--- config.mk ---
export PLATFORM = sky130hd
export DESIGN_NAME = circle_top
export DESIGN_NICKNAME = d
export VERILOG_FILES = /design/src/hdl/circle_pkg.sv /design/src/hdl/circle_top.sv /design/src/hdl/circle_datapath.sv /design/src/hdl/circle_ctrl.sv /design/src/hdl/circle_regs.sv /design/src/hdl/fillscreen.sv
export SDC_FILE = /design/constraint.sdc
export NUM_CORES = 1
export LEC_CHECK = 0
export ABC_CLOCK_PERIOD_IN_PS = 10110
export BUFFER_PORTS_ARGS = -buffer_cell sky130_fd_sc_hd__buf_2
export CORE_AREA = 10 10 119 121
export DETAILED_ROUTE_END_ITERATION = 10
export DIE_AREA = 0 0 129 131
export PLACE_DENSITY_LB_ADDON = 0.25
export SKIP_LAST_GASP = 1
export SLEW_MARGIN = 20
export SYNTH_ARGS = -nofsm -noshare
export SYNTH_HDL_FRONTEND = slang
export SYNTH_SLANG_ARGS = --single-unit
--- constraint.sdc ---
create_clock -name clk -period 10.11 [get_ports clk]
set_clock_uncertainty 0.2 [all_clocks]
set_input_delay 0 -clock clk [delete_from_list [all_inputs] [get_ports clk]]
set_output_delay 0 -clock clk [all_outputs]
set_load 0.05 [all_outputs]
--- src/hdl/circle_pkg.sv ---
package circle_pkg;

    // Frame buffer geometry
    localparam int screen_w = 160;
    localparam int screen_h = 120;

    // Pixel and arithmetic widths
    localparam int x_dw      = 8;
    localparam int y_dw      = 7;
    localparam int radius_dw = 7;
    localparam int off_dw    = 9;
    localparam int crit_dw   = 10;
    localparam int colour_dw = 3;

    // Wishbone bus widths
    localparam int wb_aw = 3;
    localparam int wb_dw = 32;

    // Register map in word addresses
    localparam logic [wb_aw-1:0] reg_ctrl     = 3'd0;
    localparam logic [wb_aw-1:0] reg_radius   = 3'd1;
    localparam logic [wb_aw-1:0] reg_centre_x = 3'd2;
    localparam logic [wb_aw-1:0] reg_centre_y = 3'd3;
    localparam logic [wb_aw-1:0] reg_colour   = 3'd4;
    localparam logic [wb_aw-1:0] reg_status   = 3'd5;

    // Command bits of the control register
    localparam int cmd_fill_bit   = 0;
    localparam int cmd_circle_bit = 1;

    // Controller state encoding
    localparam logic [2:0] st_idle  = 3'd0;
    localparam logic [2:0] st_clear = 3'd1;
    localparam logic [2:0] st_load  = 3'd2;
    localparam logic [2:0] st_plot  = 3'd3;
    localparam logic [2:0] st_step  = 3'd4;

endpackage
--- src/hdl/circle_top.sv ---
`timescale 1ns/100ps

module circle_top (
    input  logic                             clk,
    input  logic                             resetn,
    input  logic                             wb_cyc,
    input  logic                             wb_stb,
    input  logic                             wb_we,
    input  logic [circle_pkg::wb_aw-1:0]     wb_adr,
    input  logic [circle_pkg::wb_dw-1:0]     wb_dat_w,
    output logic [circle_pkg::wb_dw-1:0]     wb_dat_r,
    output logic                             wb_ack,
    output logic [circle_pkg::x_dw-1:0]      vga_x,
    output logic [circle_pkg::y_dw-1:0]      vga_y,
    output logic [circle_pkg::colour_dw-1:0] vga_colour,
    output logic                             vga_plot
);

    logic [circle_pkg::radius_dw-1:0]     radius;
    logic [circle_pkg::x_dw-1:0]          centre_x;
    logic [circle_pkg::y_dw-1:0]          centre_y;
    logic [circle_pkg::colour_dw-1:0]     colour;
    logic                                 start_fill;
    logic                                 start_circle;
    logic                                 busy;
    logic                                 done;
    logic                                 fill_start;
    logic                                 fill_done;
    logic                                 draw_circle;
    logic                                 load;
    logic                                 step;
    logic [2:0]                           octant_sel;
    logic signed [circle_pkg::off_dw-1:0] offset_x;
    logic signed [circle_pkg::off_dw-1:0] offset_y;

    circle_regs u_regs (
        .clk          (clk),
        .resetn       (resetn),
        .wb_cyc       (wb_cyc),
        .wb_stb       (wb_stb),
        .wb_we        (wb_we),
        .wb_adr       (wb_adr),
        .wb_dat_w     (wb_dat_w),
        .wb_dat_r     (wb_dat_r),
        .wb_ack       (wb_ack),
        .busy         (busy),
        .done         (done),
        .radius       (radius),
        .centre_x     (centre_x),
        .centre_y     (centre_y),
        .colour       (colour),
        .start_fill   (start_fill),
        .start_circle (start_circle)
    );

    circle_ctrl u_ctrl (
        .clk          (clk),
        .resetn       (resetn),
        .start_fill   (start_fill),
        .start_circle (start_circle),
        .fill_done    (fill_done),
        .offset_x     (offset_x),
        .offset_y     (offset_y),
        .busy         (busy),
        .done         (done),
        .fill_start   (fill_start),
        .draw_circle  (draw_circle),
        .load         (load),
        .step         (step),
        .octant_sel   (octant_sel)
    );

    circle_datapath u_datapath (
        .clk         (clk),
        .resetn      (resetn),
        .radius      (radius),
        .centre_x    (centre_x),
        .centre_y    (centre_y),
        .colour      (colour),
        .fill_start  (fill_start),
        .draw_circle (draw_circle),
        .load        (load),
        .step        (step),
        .octant_sel  (octant_sel),
        .fill_done   (fill_done),
        .offset_x    (offset_x),
        .offset_y    (offset_y),
        .vga_x       (vga_x),
        .vga_y       (vga_y),
        .vga_colour  (vga_colour),
        .vga_plot    (vga_plot)
    );

endmodule

--- src/hdl/circle_datapath.sv ---
`timescale 1ns/100ps

module circle_datapath (
    input  logic                                 clk,
    input  logic                                 resetn,
    input  logic [circle_pkg::radius_dw-1:0]     radius,
    input  logic [circle_pkg::x_dw-1:0]          centre_x,
    input  logic [circle_pkg::y_dw-1:0]          centre_y,
    input  logic [circle_pkg::colour_dw-1:0]     colour,
    input  logic                                 fill_start,
    input  logic                                 draw_circle,
    input  logic                                 load,
    input  logic                                 step,
    input  logic [2:0]                           octant_sel,
    output logic                                 fill_done,
    output logic signed [circle_pkg::off_dw-1:0] offset_x,
    output logic signed [circle_pkg::off_dw-1:0] offset_y,
    output logic [circle_pkg::x_dw-1:0]          vga_x,
    output logic [circle_pkg::y_dw-1:0]          vga_y,
    output logic [circle_pkg::colour_dw-1:0]     vga_colour,
    output logic                                 vga_plot
);

    logic signed [circle_pkg::crit_dw-1:0] crit;
    logic signed [circle_pkg::crit_dw-1:0] crit_next;
    logic signed [circle_pkg::crit_dw-1:0] oy_inc;
    logic signed [circle_pkg::crit_dw-1:0] ox_dec;

    // One extra bit so centre plus offset never wraps
    logic signed [circle_pkg::off_dw:0] cx_s;
    logic signed [circle_pkg::off_dw:0] cy_s;
    logic signed [circle_pkg::off_dw:0] ox_s;
    logic signed [circle_pkg::off_dw:0] oy_s;
    logic signed [circle_pkg::off_dw:0] px;
    logic signed [circle_pkg::off_dw:0] py;

    logic                           on_screen;
    logic [circle_pkg::x_dw-1:0]    circle_x;
    logic [circle_pkg::y_dw-1:0]    circle_y;
    logic [circle_pkg::x_dw-1:0]    fill_x;
    logic [circle_pkg::y_dw-1:0]    fill_y;
    logic                           fill_plot;

    // Midpoint update uses the new offsets
    always_comb begin
        oy_inc = offset_y + 1;
        ox_dec = offset_x - 1;
        if (crit <= 0) begin
            crit_next = crit + 2 * oy_inc + 1;
        end else begin
            crit_next = crit + 2 * (oy_inc - ox_dec) + 1;
        end
    end

    always_ff @(posedge clk) begin
        if (!resetn) begin
            offset_x <= '0;
            offset_y <= '0;
            crit     <= '0;
        end else if (load) begin
            offset_x <= radius;
            offset_y <= '0;
            crit     <= 1 - $signed({1'b0, radius});
        end else if (step) begin
            offset_y <= offset_y + 1;
            if (crit > 0) begin
                offset_x <= offset_x - 1;
            end
            crit <= crit_next;
        end
    end

    assign cx_s = centre_x;
    assign cy_s = centre_y;
    assign ox_s = offset_x;
    assign oy_s = offset_y;

    // Octant point, in the order the pixel stream expects
    always_comb begin
        case (octant_sel)
            3'd0: begin px = cx_s + ox_s; py = cy_s + oy_s; end
            3'd1: begin px = cx_s + oy_s; py = cy_s + ox_s; end
            3'd2: begin px = cx_s - oy_s; py = cy_s + ox_s; end
            3'd3: begin px = cx_s - ox_s; py = cy_s + oy_s; end
            3'd4: begin px = cx_s - ox_s; py = cy_s - oy_s; end
            3'd5: begin px = cx_s - oy_s; py = cy_s - ox_s; end
            3'd6: begin px = cx_s + oy_s; py = cy_s - ox_s; end
            default: begin px = cx_s + ox_s; py = cy_s - oy_s; end
        endcase
    end

    // Off-screen candidates become a zero pixel with no plot
    assign on_screen = (px >= 0) && (px < circle_pkg::screen_w)
                       && (py >= 0) && (py < circle_pkg::screen_h);
    assign circle_x  = on_screen ? px[circle_pkg::x_dw-1:0] : '0;
    assign circle_y  = on_screen ? py[circle_pkg::y_dw-1:0] : '0;

    fillscreen u_fillscreen (
        .clk      (clk),
        .resetn   (resetn),
        .start    (fill_start),
        .done     (fill_done),
        .vga_x    (fill_x),
        .vga_y    (fill_y),
        .vga_plot (fill_plot)
    );

    // Clears always paint black
    assign vga_x      = draw_circle ? circle_x : fill_x;
    assign vga_y      = draw_circle ? circle_y : fill_y;
    assign vga_colour = draw_circle ? colour : '0;
    assign vga_plot   = draw_circle ? on_screen : fill_plot;

    assert property (@(posedge clk) disable iff (!resetn)
        vga_plot |-> (vga_x < circle_pkg::screen_w) && (vga_y < circle_pkg::screen_h));

endmodule

--- src/hdl/circle_ctrl.sv ---
`timescale 1ns/100ps

module circle_ctrl (
    input  logic                                clk,
    input  logic                                resetn,
    input  logic                                start_fill,
    input  logic                                start_circle,
    input  logic                                fill_done,
    input  logic signed [circle_pkg::off_dw-1:0] offset_x,
    input  logic signed [circle_pkg::off_dw-1:0] offset_y,
    output logic                                busy,
    output logic                                done,
    output logic                                fill_start,
    output logic                                draw_circle,
    output logic                                load,
    output logic                                step,
    output logic [2:0]                          octant_sel
);

    logic [2:0] state;
    logic [2:0] state_next;
    logic [2:0] oct_cnt;
    logic       done_r;
    logic       finish;

    // Offsets are new on the first plot cycle after a step
    assign finish = (state == circle_pkg::st_plot) && (offset_y > offset_x);

    always_comb begin
        state_next = state;
        case (state)
            circle_pkg::st_idle: begin
                if (start_fill) begin
                    state_next = circle_pkg::st_clear;
                end else if (start_circle) begin
                    state_next = circle_pkg::st_load;
                end
            end
            circle_pkg::st_clear: begin
                if (fill_done) begin
                    state_next = circle_pkg::st_idle;
                end
            end
            circle_pkg::st_load: state_next = circle_pkg::st_plot;
            circle_pkg::st_plot: begin
                if (finish) begin
                    state_next = circle_pkg::st_idle;
                end else if (oct_cnt == 3'd7) begin
                    state_next = circle_pkg::st_step;
                end
            end
            circle_pkg::st_step: state_next = circle_pkg::st_plot;
            default: state_next = circle_pkg::st_idle;
        endcase
    end

    always_ff @(posedge clk) begin
        if (!resetn) begin
            state   <= circle_pkg::st_idle;
            oct_cnt <= 3'd0;
            done_r  <= 1'b0;
        end else begin
            state <= state_next;
            // Wraps to zero after octant 7, ready for the next step
            if ((state == circle_pkg::st_plot) && !finish) begin
                oct_cnt <= oct_cnt + 3'd1;
            end else begin
                oct_cnt <= 3'd0;
            end
            if ((state == circle_pkg::st_idle) && (start_fill || start_circle)) begin
                done_r <= 1'b0;
            end else if (finish || ((state == circle_pkg::st_clear) && fill_done)) begin
                done_r <= 1'b1;
            end
        end
    end

    // The finishing cycle already counts as idle
    assign busy        = (state != circle_pkg::st_idle) && !finish;
    assign done        = done_r || finish;
    assign fill_start  = (state == circle_pkg::st_idle) && start_fill;
    assign draw_circle = (state == circle_pkg::st_plot) && !finish;
    assign load        = (state == circle_pkg::st_load);
    assign step        = (state == circle_pkg::st_step);
    assign octant_sel  = oct_cnt;

    assert property (@(posedge clk) disable iff (!resetn) !(load && step));

endmodule

--- src/hdl/circle_regs.sv ---
`timescale 1ns/100ps

module circle_regs (
    input  logic                             clk,
    input  logic                             resetn,
    input  logic                             wb_cyc,
    input  logic                             wb_stb,
    input  logic                             wb_we,
    input  logic [circle_pkg::wb_aw-1:0]     wb_adr,
    input  logic [circle_pkg::wb_dw-1:0]     wb_dat_w,
    output logic [circle_pkg::wb_dw-1:0]     wb_dat_r,
    output logic                             wb_ack,
    input  logic                             busy,
    input  logic                             done,
    output logic [circle_pkg::radius_dw-1:0] radius,
    output logic [circle_pkg::x_dw-1:0]      centre_x,
    output logic [circle_pkg::y_dw-1:0]      centre_y,
    output logic [circle_pkg::colour_dw-1:0] colour,
    output logic                             start_fill,
    output logic                             start_circle
);

    logic                         access;
    logic                         wr_en;
    logic                         ctrl_wr;
    logic [circle_pkg::wb_dw-1:0] rd_data;

    // A new transfer is taken on this edge
    assign access  = wb_cyc && wb_stb && !wb_ack;
    assign wr_en   = access && wb_we;
    assign ctrl_wr = wr_en && (wb_adr == circle_pkg::reg_ctrl) && !busy;

    always_ff @(posedge clk) begin
        if (!resetn) begin
            wb_ack       <= 1'b0;
            start_fill   <= 1'b0;
            start_circle <= 1'b0;
        end else begin
            wb_ack     <= access;
            start_fill <= ctrl_wr && wb_dat_w[circle_pkg::cmd_fill_bit];
            // Clear wins when both command bits are set
            start_circle <= ctrl_wr && wb_dat_w[circle_pkg::cmd_circle_bit]
                            && !wb_dat_w[circle_pkg::cmd_fill_bit];
        end
    end

    // Drawing parameters
    always_ff @(posedge clk) begin
        if (wr_en) begin
            case (wb_adr)
                circle_pkg::reg_radius:   radius   <= wb_dat_w[circle_pkg::radius_dw-1:0];
                circle_pkg::reg_centre_x: centre_x <= wb_dat_w[circle_pkg::x_dw-1:0];
                circle_pkg::reg_centre_y: centre_y <= wb_dat_w[circle_pkg::y_dw-1:0];
                circle_pkg::reg_colour:   colour   <= wb_dat_w[circle_pkg::colour_dw-1:0];
                default: ;
            endcase
        end
    end

    // Read mux, control and unmapped words read zero
    always_comb begin
        rd_data = '0;
        case (wb_adr)
            circle_pkg::reg_radius:   rd_data[circle_pkg::radius_dw-1:0] = radius;
            circle_pkg::reg_centre_x: rd_data[circle_pkg::x_dw-1:0]      = centre_x;
            circle_pkg::reg_centre_y: rd_data[circle_pkg::y_dw-1:0]      = centre_y;
            circle_pkg::reg_colour:   rd_data[circle_pkg::colour_dw-1:0] = colour;
            circle_pkg::reg_status:   rd_data[1:0]                       = {done, busy};
            default: ;
        endcase
    end

    // Held for the ack cycle
    always_ff @(posedge clk) begin
        if (access) begin
            wb_dat_r <= rd_data;
        end
    end

    // Every ack answers a request seen on the edge before
    assert property (@(posedge clk) disable iff (!resetn)
        $rose(wb_ack) |-> $past(wb_cyc && wb_stb));

endmodule

--- src/hdl/fillscreen.sv ---
`timescale 1ns/100ps

module fillscreen (
    input  logic                        clk,
    input  logic                        resetn,
    input  logic                        start,
    output logic                        done,
    output logic [circle_pkg::x_dw-1:0] vga_x,
    output logic [circle_pkg::y_dw-1:0] vga_y,
    output logic                        vga_plot
);

    logic last_row;
    logic last_col;
    logic active;

    assign last_row = (vga_y == circle_pkg::y_dw'(circle_pkg::screen_h - 1));
    assign last_col = (vga_x == circle_pkg::x_dw'(circle_pkg::screen_w - 1));

    // y counts inside each column
    always_ff @(posedge clk) begin
        if (!resetn) begin
            active <= 1'b0;
            vga_x  <= '0;
            vga_y  <= '0;
        end else if (start) begin
            active <= 1'b1;
            vga_x  <= '0;
            vga_y  <= '0;
        end else if (active) begin
            if (last_row) begin
                vga_y <= '0;
                if (last_col) begin
                    active <= 1'b0;
                    vga_x  <= '0;
                end else begin
                    vga_x <= vga_x + 1'b1;
                end
            end else begin
                vga_y <= vga_y + 1'b1;
            end
        end
    end

    assign vga_plot = active;
    assign done     = active && last_row && last_col;

endmodule

[Word-level counts from Yosys, hierarchy flattened]
Index checks and enable logic that the tools add are counted.
Operators by class
  add/subtract/negate cells: 19
  multiply operators: 0
  div/mod/pow operators: 0
  magnitude comparators: 7
  equal/unequal tests: 21
  shift operators: 0
  mux-type cells: 29
  bitwise gates (word level): 1
  reductions and logical operators: 51
Operators with widths (number)
  one-hot mux 10 bit (3 select lines): 2
  2-to-1 mux 7 bit: 6
  2-to-1 mux 10 bit: 3
  2-to-1 mux 8 bit: 3
  == test 3 bit (second input constant): 7
  adder 10 bit: 2
  adder 10 x 2 -> 10 bit (second input constant): 2
  adder 8 x 9 -> 10 bit: 2
  adder 9 x 9 -> 10 bit: 2
  >= comparator 10 x 1 -> 1 bit (second input constant): 2
  OR reduction 2 bit: 10
  subtractor 8 x 9 -> 10 bit: 2
  subtractor 9 x 9 -> 10 bit: 2
  logical AND 1 bit: 19
  == test 3 x 2 -> 1 bit (second input constant): 6
  2-to-1 mux 3 bit: 6
  AND reduction 2 bit: 8
  one-hot mux 3 bit (4 select lines): 1
  one-hot mux 4 bit (3 select lines): 1
  > comparator 10 x 1 -> 1 bit (second input constant): 1
  <= comparator 10 x 1 -> 1 bit (second input constant): 1
  less-than comparator 10 x 8 -> 1 bit (second input constant): 1
  less-than comparator 10 x 9 -> 1 bit (second input constant): 1
  one-hot mux 2 bit (5 select lines): 1
  23 further kinds: 37
Storage, ports and cells
  register bits after elaboration: 87
  bits in latches: 0
  memory bits (writable): 0
  ROM bits: 0
  bits of input ports: 40
  output and inout port bits: 52
  logic and storage cells: 147
  memories: 0

[Longest topological paths before layout]
  depth in word-level cells: 9
  mapped depth: 19
  depth with buffers taken out: 17

[By module]
Synthesis repeated with hierarchy kept, for this count alone.
Unflattened totals
  cell total of the unflattened synthesis: 877
  area, all modules: 7679.9 µm²
By module, submodules not included
  circle_datapath: times used 1, cells each 599, area each 4610.7 µm², sequential area each 560.5 µm²
  circle_regs: times used 1, cells each 115, area each 1679.1 µm², sequential area each 1051.0 µm²
  fillscreen: times used 1, cells each 84, area each 745.7 µm², sequential area each 320.3 µm²
  circle_ctrl: times used 1, cells each 79, area each 644.4 µm², sequential area each 140.1 µm²

[Worst setup path after synthesis]
OpenSTA, ideal clock, no wires.
  kind: register to output
  from: register u_ctrl.oct_cnt[0], in the netlist u_ctrl.octant_sel[0]
  to: output vga_x[0] in the netlist's numbering
  arrival time: 4.498 ns
  data required time: 9.910 ns
  slack: 5.412 ns
  stages on the path, launching flop included: 18
  buffers on the path: 2
  cells stage by stage: dfxtp_1 > inv_1 > ha_1 > mux2i_1 > clkbuf_1 > nand2_1 > a22o_1 > ha_1 > fa_1 > a211oi_1 > o21ai_0 > a21o_1 > a21oi_1 > xor2_1 > or4_4 > nor4b_4 > buf_6 > a32o_1
On the way
  cells in the longest elaborated chain, start to end: 9
  elaborated cells on any way between the ends: 24
  those cells by class: 4 x order compare; 6 x eq/ne; 4 x mux; 10 x reduce/logical
Ends and longest elaborated chain
  start, declared: line circle_ctrl.sv:22  | logic [2:0] oct_cnt;
  start signal, assigned: line circle_ctrl.sv:66  | oct_cnt <= oct_cnt + 3'd1;
  == test 3 x 1 -> 1 bit, or another cell as far along: line circle_datapath.sv:80  | case (octant_sel)
  OR reduction 2 bit (no line)
  one-hot mux 10 bit (3 select lines): line circle_datapath.sv:80
  >= comparator 10 x 1 -> 1 bit / less-than comparator 10 x 9 -> 1 bit (equally long branches): line circle_datapath.sv:93  | assign on_screen = (px >= 0) && (px < circle_pkg::screen_w)
  logical AND 1 bit: line circle_datapath.sv:93
  logical AND 1 bit (2 in series): line circle_datapath.sv:94  | && (py >= 0) && (py < circle_pkg::screen_h);
  2-to-1 mux 8 bit (*): line circle_datapath.sv:95  | assign circle_x = on_screen ? px[circle_pkg::x_dw-1:0] : '0;
  2-to-1 mux 8 bit (*): line circle_datapath.sv:109  | assign vga_x = draw_circle ? circle_x : fill_x;
  end, declared: line circle_top.sv:13  | output logic [circle_pkg::x_dw-1:0] vga_x,
Mark *: on every way between the ends. The rest lies on a longest branch, timed or not.

[Worst setup path after layout]
  from: register u_datapath.offset_x[0] in the netlist's numbering
  to: output vga_x[4] in the netlist's numbering
On the way
  cells in the longest elaborated chain, start to end: 8
  elaborated cells on any way between the ends: 19
  those cells by class: 4 x add/sub; 5 x order compare; 4 x mux; 6 x reduce/logical
Ends and longest elaborated chain
  start, declared: line circle_datapath.sv:16  | output logic signed [circle_pkg::off_dw-1:0] offset_x,
  start signal, assigned: line circle_datapath.sv:61  | offset_x <= radius;
  start signal, assigned: line circle_datapath.sv:67  | offset_x <= offset_x - 1;
  adder 9 x 9 -> 10 bit / subtractor 9 x 9 -> 10 bit (equally long branches)
  one-hot mux 10 bit (3 select lines): line circle_datapath.sv:80
  >= comparator 10 x 1 -> 1 bit / less-than comparator 10 x 9 -> 1 bit (equally long branches): line circle_datapath.sv:93
  logical AND 1 bit: line circle_datapath.sv:93
  logical AND 1 bit (2 in series): line circle_datapath.sv:94
  2-to-1 mux 8 bit: line circle_datapath.sv:95
  2-to-1 mux 8 bit (*): line circle_datapath.sv:109
Marks and branches as above.

==> impl_metrics.csv <==
group,metric,value,unit
grt,grt_pass1_wl,33020,um
power,combPwrFrac,0.282,
floorplanning,initial_core_util,0.6235,
power,p_sw_frac,0.3521,
worst_setup_path,r2r_cells,16,
power,intPower,0.6463,mW
run,drv_cap,0,
yosys,synth.area.top_cells,"dfxtp_1 15%, edfxtp_1 13%, ha_1 10%",
clock_tree,ctsResizeCount,0,
clock_tree,path_clk_slew,0.08,ns
grt,grt_max_degree,28,
placement,dpl.hpwl,14780,um
clock_tree,numCtsBuffers,9,
yosys,ys_ff_latch,87,
clock_tree,clockBufferDepth,2,
layout,area_growth,8.155,%
min_path,whs_path_depth,2,
placement,place_inst,1053,
floorplanning,core-area,11810,um^2
yosys,yosysMostFrequentCell,"nor2_1",
grt,grt_pass1_vias,6336,
yosys,synth_top_cell_area_share,0.1468,
worst_setup_path,cp_max_fo,16,
drt,drtIter0Drc,702,
drt,antenna_left,0,
timing,min_period,5.995,ns
drt,routed-via-count,6763,
yosys,synthCells,898,
clock_tree,clk_latency,0.36,ns
worst_setup_path,critPathArrivalTime,5.79,ns
layout,layout.cell_area.non_filler,7965,um^2
yosys,yosys_warnings,0,
timing,slew_headroom,0.3878,
timing,setup_slack,4.115,ns
worst_setup_path,worstReg2RegStart,"u_datapath.offset_x[0]",
yosys,synthFlopType,"dfxtp_1",
power,sequentialPowerShare,0.388,
layout,nets,1036,
timing,clock.fmax,166.8,MHz
power,p_sw,0.3512,mW
timing,slew_viol_final,0,
grt,antenna_found_initial,0,
drt,post_drt_wl_per_cell,18.82,um
placement,dp_slack,4.593,ns
min_path,hold_path_end,"u_regs.wb_dat_r[7]",
clock_tree,cts_hold_buf,14,
yosys,yosysTopAreaCell,"dfxtp_1",
floorplanning,rows,40,
grt,overflow,0,
placement,portBuffers,43,
grt,grt_usage,0.2441,
drt,via_per_inst,6.245,
yosys,synth_edf_count,33,
yosys,synthArstFlopShare,0,
power,fin_total_pwr,0.9974,mW
drt,drtPass1Iterations,5,
timing,rsz0062_at_grt,"false",
yosys,ys_seq_area_frac,0.2813,
floorplanning,die-area,16900,um^2
worst_setup_path,critical_path_class,"flip-flop to primary output",
yosys,avgSynthCellArea,8.201,um^2
layout,drive_gt1_frac,0.08868,
floorplanning,die_x,129,um
worst_setup_path,worst_setup_path_start_kind,"flip-flop",
drt,totalWireLength,20390,um
min_path,min_path_type,"input pin to flip-flop",
timing,fin_tns_setup,0,ns
clock_tree,cts_root_buf,"clkbuf_16",
timing,hold_violations,0,
yosys,ys_types,75,
clock_tree,clock_sinks,87,
layout,fin_cells,1083,
layout,n_antenna_cell,0,
timing,worst_pin_slew,0.9145,ns
placement,globalplace.congestion,0.9871,
clock_tree,post_cts_buffers,0,
power,leakagePower,3.329,nW
power,max-vdd-ir-drop,0.0001248,V
placement,post_dp_cell_area,7536,um^2
timing,layout_worst_path_cycle_share,0.5930,
yosys,synth_area,7365,um^2
worst_setup_path,end_kind,"primary output",
power,pwr-share-clk,0.330,
clock_tree,cts_tree,"built",
floorplanning,die_y,131,um
clock_tree,htreeDepth,3,
worst_setup_path,reg2reg_slack,5.54,ns
timing,setup_viol,0,
drt,drc,0,
floorplanning,pin_count,92,
worst_setup_path,reg2reg_to,"u_datapath.crit[8]",
worst_setup_path,worstPathRequired,9.91,ns
outcome,status,"completed",
yosys,synth_common_cells,"102 x nor2_1, 71 x nand2_1, 60 x ha_1",
layout,nFillCells,995,
power,p_per_area,125.2,nW/um^2
min_path,min-delay-start,"wb_adr[0]",
## worst max path at each step
stage | startpoint | endpoint | slack, ns | depth (start not counted)
finish | u_datapath.offset_x[0] | vga_x[4] | 4.12 | 17
global route | u_datapath.offset_x[0] | vga_x[4] | 3.76 | 17
CTS | u_ctrl.octant_sel[2] | vga_x[6] | 4.18 | 16
detailed placement | u_ctrl.octant_sel[2] | vga_x[6] | 4.59 | 16
global placement | u_ctrl.octant_sel[2] | vga_x[6] | 4.64 | 16
floorplan | u_ctrl.octant_sel[0] | vga_x[0] | 5.41 | 17
## sequential cells by signal, indices dropped and copies added, names as in the netlist, 3 cells and up
| name | count |
|---|---|
| u_regs.radius | 7 |
| u_ctrl.octant_sel | 3 |
| u_datapath.u_fillscreen.vga_y | 7 |
| u_datapath.offset_y | 9 |
| u_datapath.u_fillscreen.vga_x | 8 |
| u_regs.centre_x | 8 |
| u_datapath.crit | 10 |
| u_regs.centre_y | 7 |
| u_datapath.offset_x | 9 |
| u_regs.colour | 3 |
| u_ctrl.state | 3 |
| u_regs.wb_dat_r | 8 |
## critical path, cell delays in order (launching register included)
cell	delay, ns
dfxtp_1	0.41
inv_1	0.17
ha_1	0.44
inv_1	0.16
nor3_1	0.60
nor2_1	0.11
xnor2_1	0.18
a222oi_1	0.32
ha_1	0.25
o21ai_0	0.10
a21oi_1	0.27
mux2i_1	0.22
o2111ai_1	0.16
and4_1	0.25
or4_4	0.43
nor4b_4	0.78
a32o_1	0.31
buf_2	0.28
## cells by family after synthesis
kind of cell | synth area share
AOI/OAI and AO/OA | 0.2217
buffers and inverters | 0.06762
DFF | 0.2813
xor gates and xnor gates | 0.08444
muxes | 0.02583
and+or+nand+nor | 0.2030
adders and majority gates | 0.1155
other | 0.0005092
## cell usage in the layout, fill, tap and decap left out, types with 5 or more instances in the layout
| cell | count |
|---|---|
| and2_1 | 12 |
| fa_1 | 5 |
| a21oi_1 | 59 |
| a32o_1 | 16 |
| ha_1 | 60 |
| a31oi_1 | 9 |
| nor3_1 | 26 |
| dfxtp_1 | 54 |
| a21boi_0 | 7 |
| a21o_1 | 14 |
| buf_2 | 43 |
| edfxtp_1 | 33 |
| o211ai_1 | 11 |
| dlygate4sd3_1 | 14 |
| nor2_1 | 102 |
| conb_1 | 24 |
| and3_1 | 9 |
| a211oi_1 | 7 |
| nand3_1 | 25 |
| nand4_1 | 6 |
| clkbuf_16 | 9 |
| a22oi_1 | 9 |
| mux2_2 | 8 |
| a221oi_1 | 8 |
| xor2_1 | 25 |
| mux2i_1 | 10 |
| o21ai_0 | 59 |
| nand2_1 | 71 |
| or2_2 | 5 |
| nand2b_1 | 7 |
| nor2b_1 | 13 |
| o21bai_1 | 7 |
| or3_1 | 9 |
| xnor2_1 | 46 |
| inv_1 | 41 |
## metal layers
layer / share of wire / track usage / vias up
met1: 0.44 / 0.3247 / 3099
met2: 0.45 / 0.3838 / 319
met5: 0 / 0 / -
li1: - / - / 3291
met3: 0.083 / 0.05157 / 54
met4: 0.031 / 0.08763 / 0
## power by group through the flow
stage | Combinational [mW] | Sequential (mW) | Clock, mW
2_1_floorplan | 0.218 | 0.394 | 0
3_3_place_gp | 0.267 | 0.394 | 0
3_5_place_dp | 0.270 | 0.394 | 0
4_1_cts | 0.276 | 0.386 | 0.329
5_1_grt | 0.308 | 0.388 | 0.348
6_report | 0.282 | 0.387 | 0.329
## layout make-up
cell class / instances / area [um^2] / share of cell area
multi-input combinational: 731 / 4881 / 0.6128
clock inverter: 7 / 63.81 / 0.008011
clock buffer: 9 / 225.2 / 0.02828
tap: 147 / 183.9 / 0.02309
sequential: 87 / 2072 / 0.2601
inverter: 41 / 153.9 / 0.01932
timing repair buffer: 61 / 385.4 / 0.04838
## stage by stage
| step | hold slack, ns | utilization |
|---|---|---|
| after CTS | 0.05306 | 0.6744 |
| after floorplan | -0.1011 | - |
| after global placement | -0.02156 | 0.6380 |
| after global routing | 0.07403 | 0.6744 |
| after detailed placement | -0.01992 | 0.6380 |
| final | 0.05798 | 0.6744 |
Power figures use the tool's default switching activity.
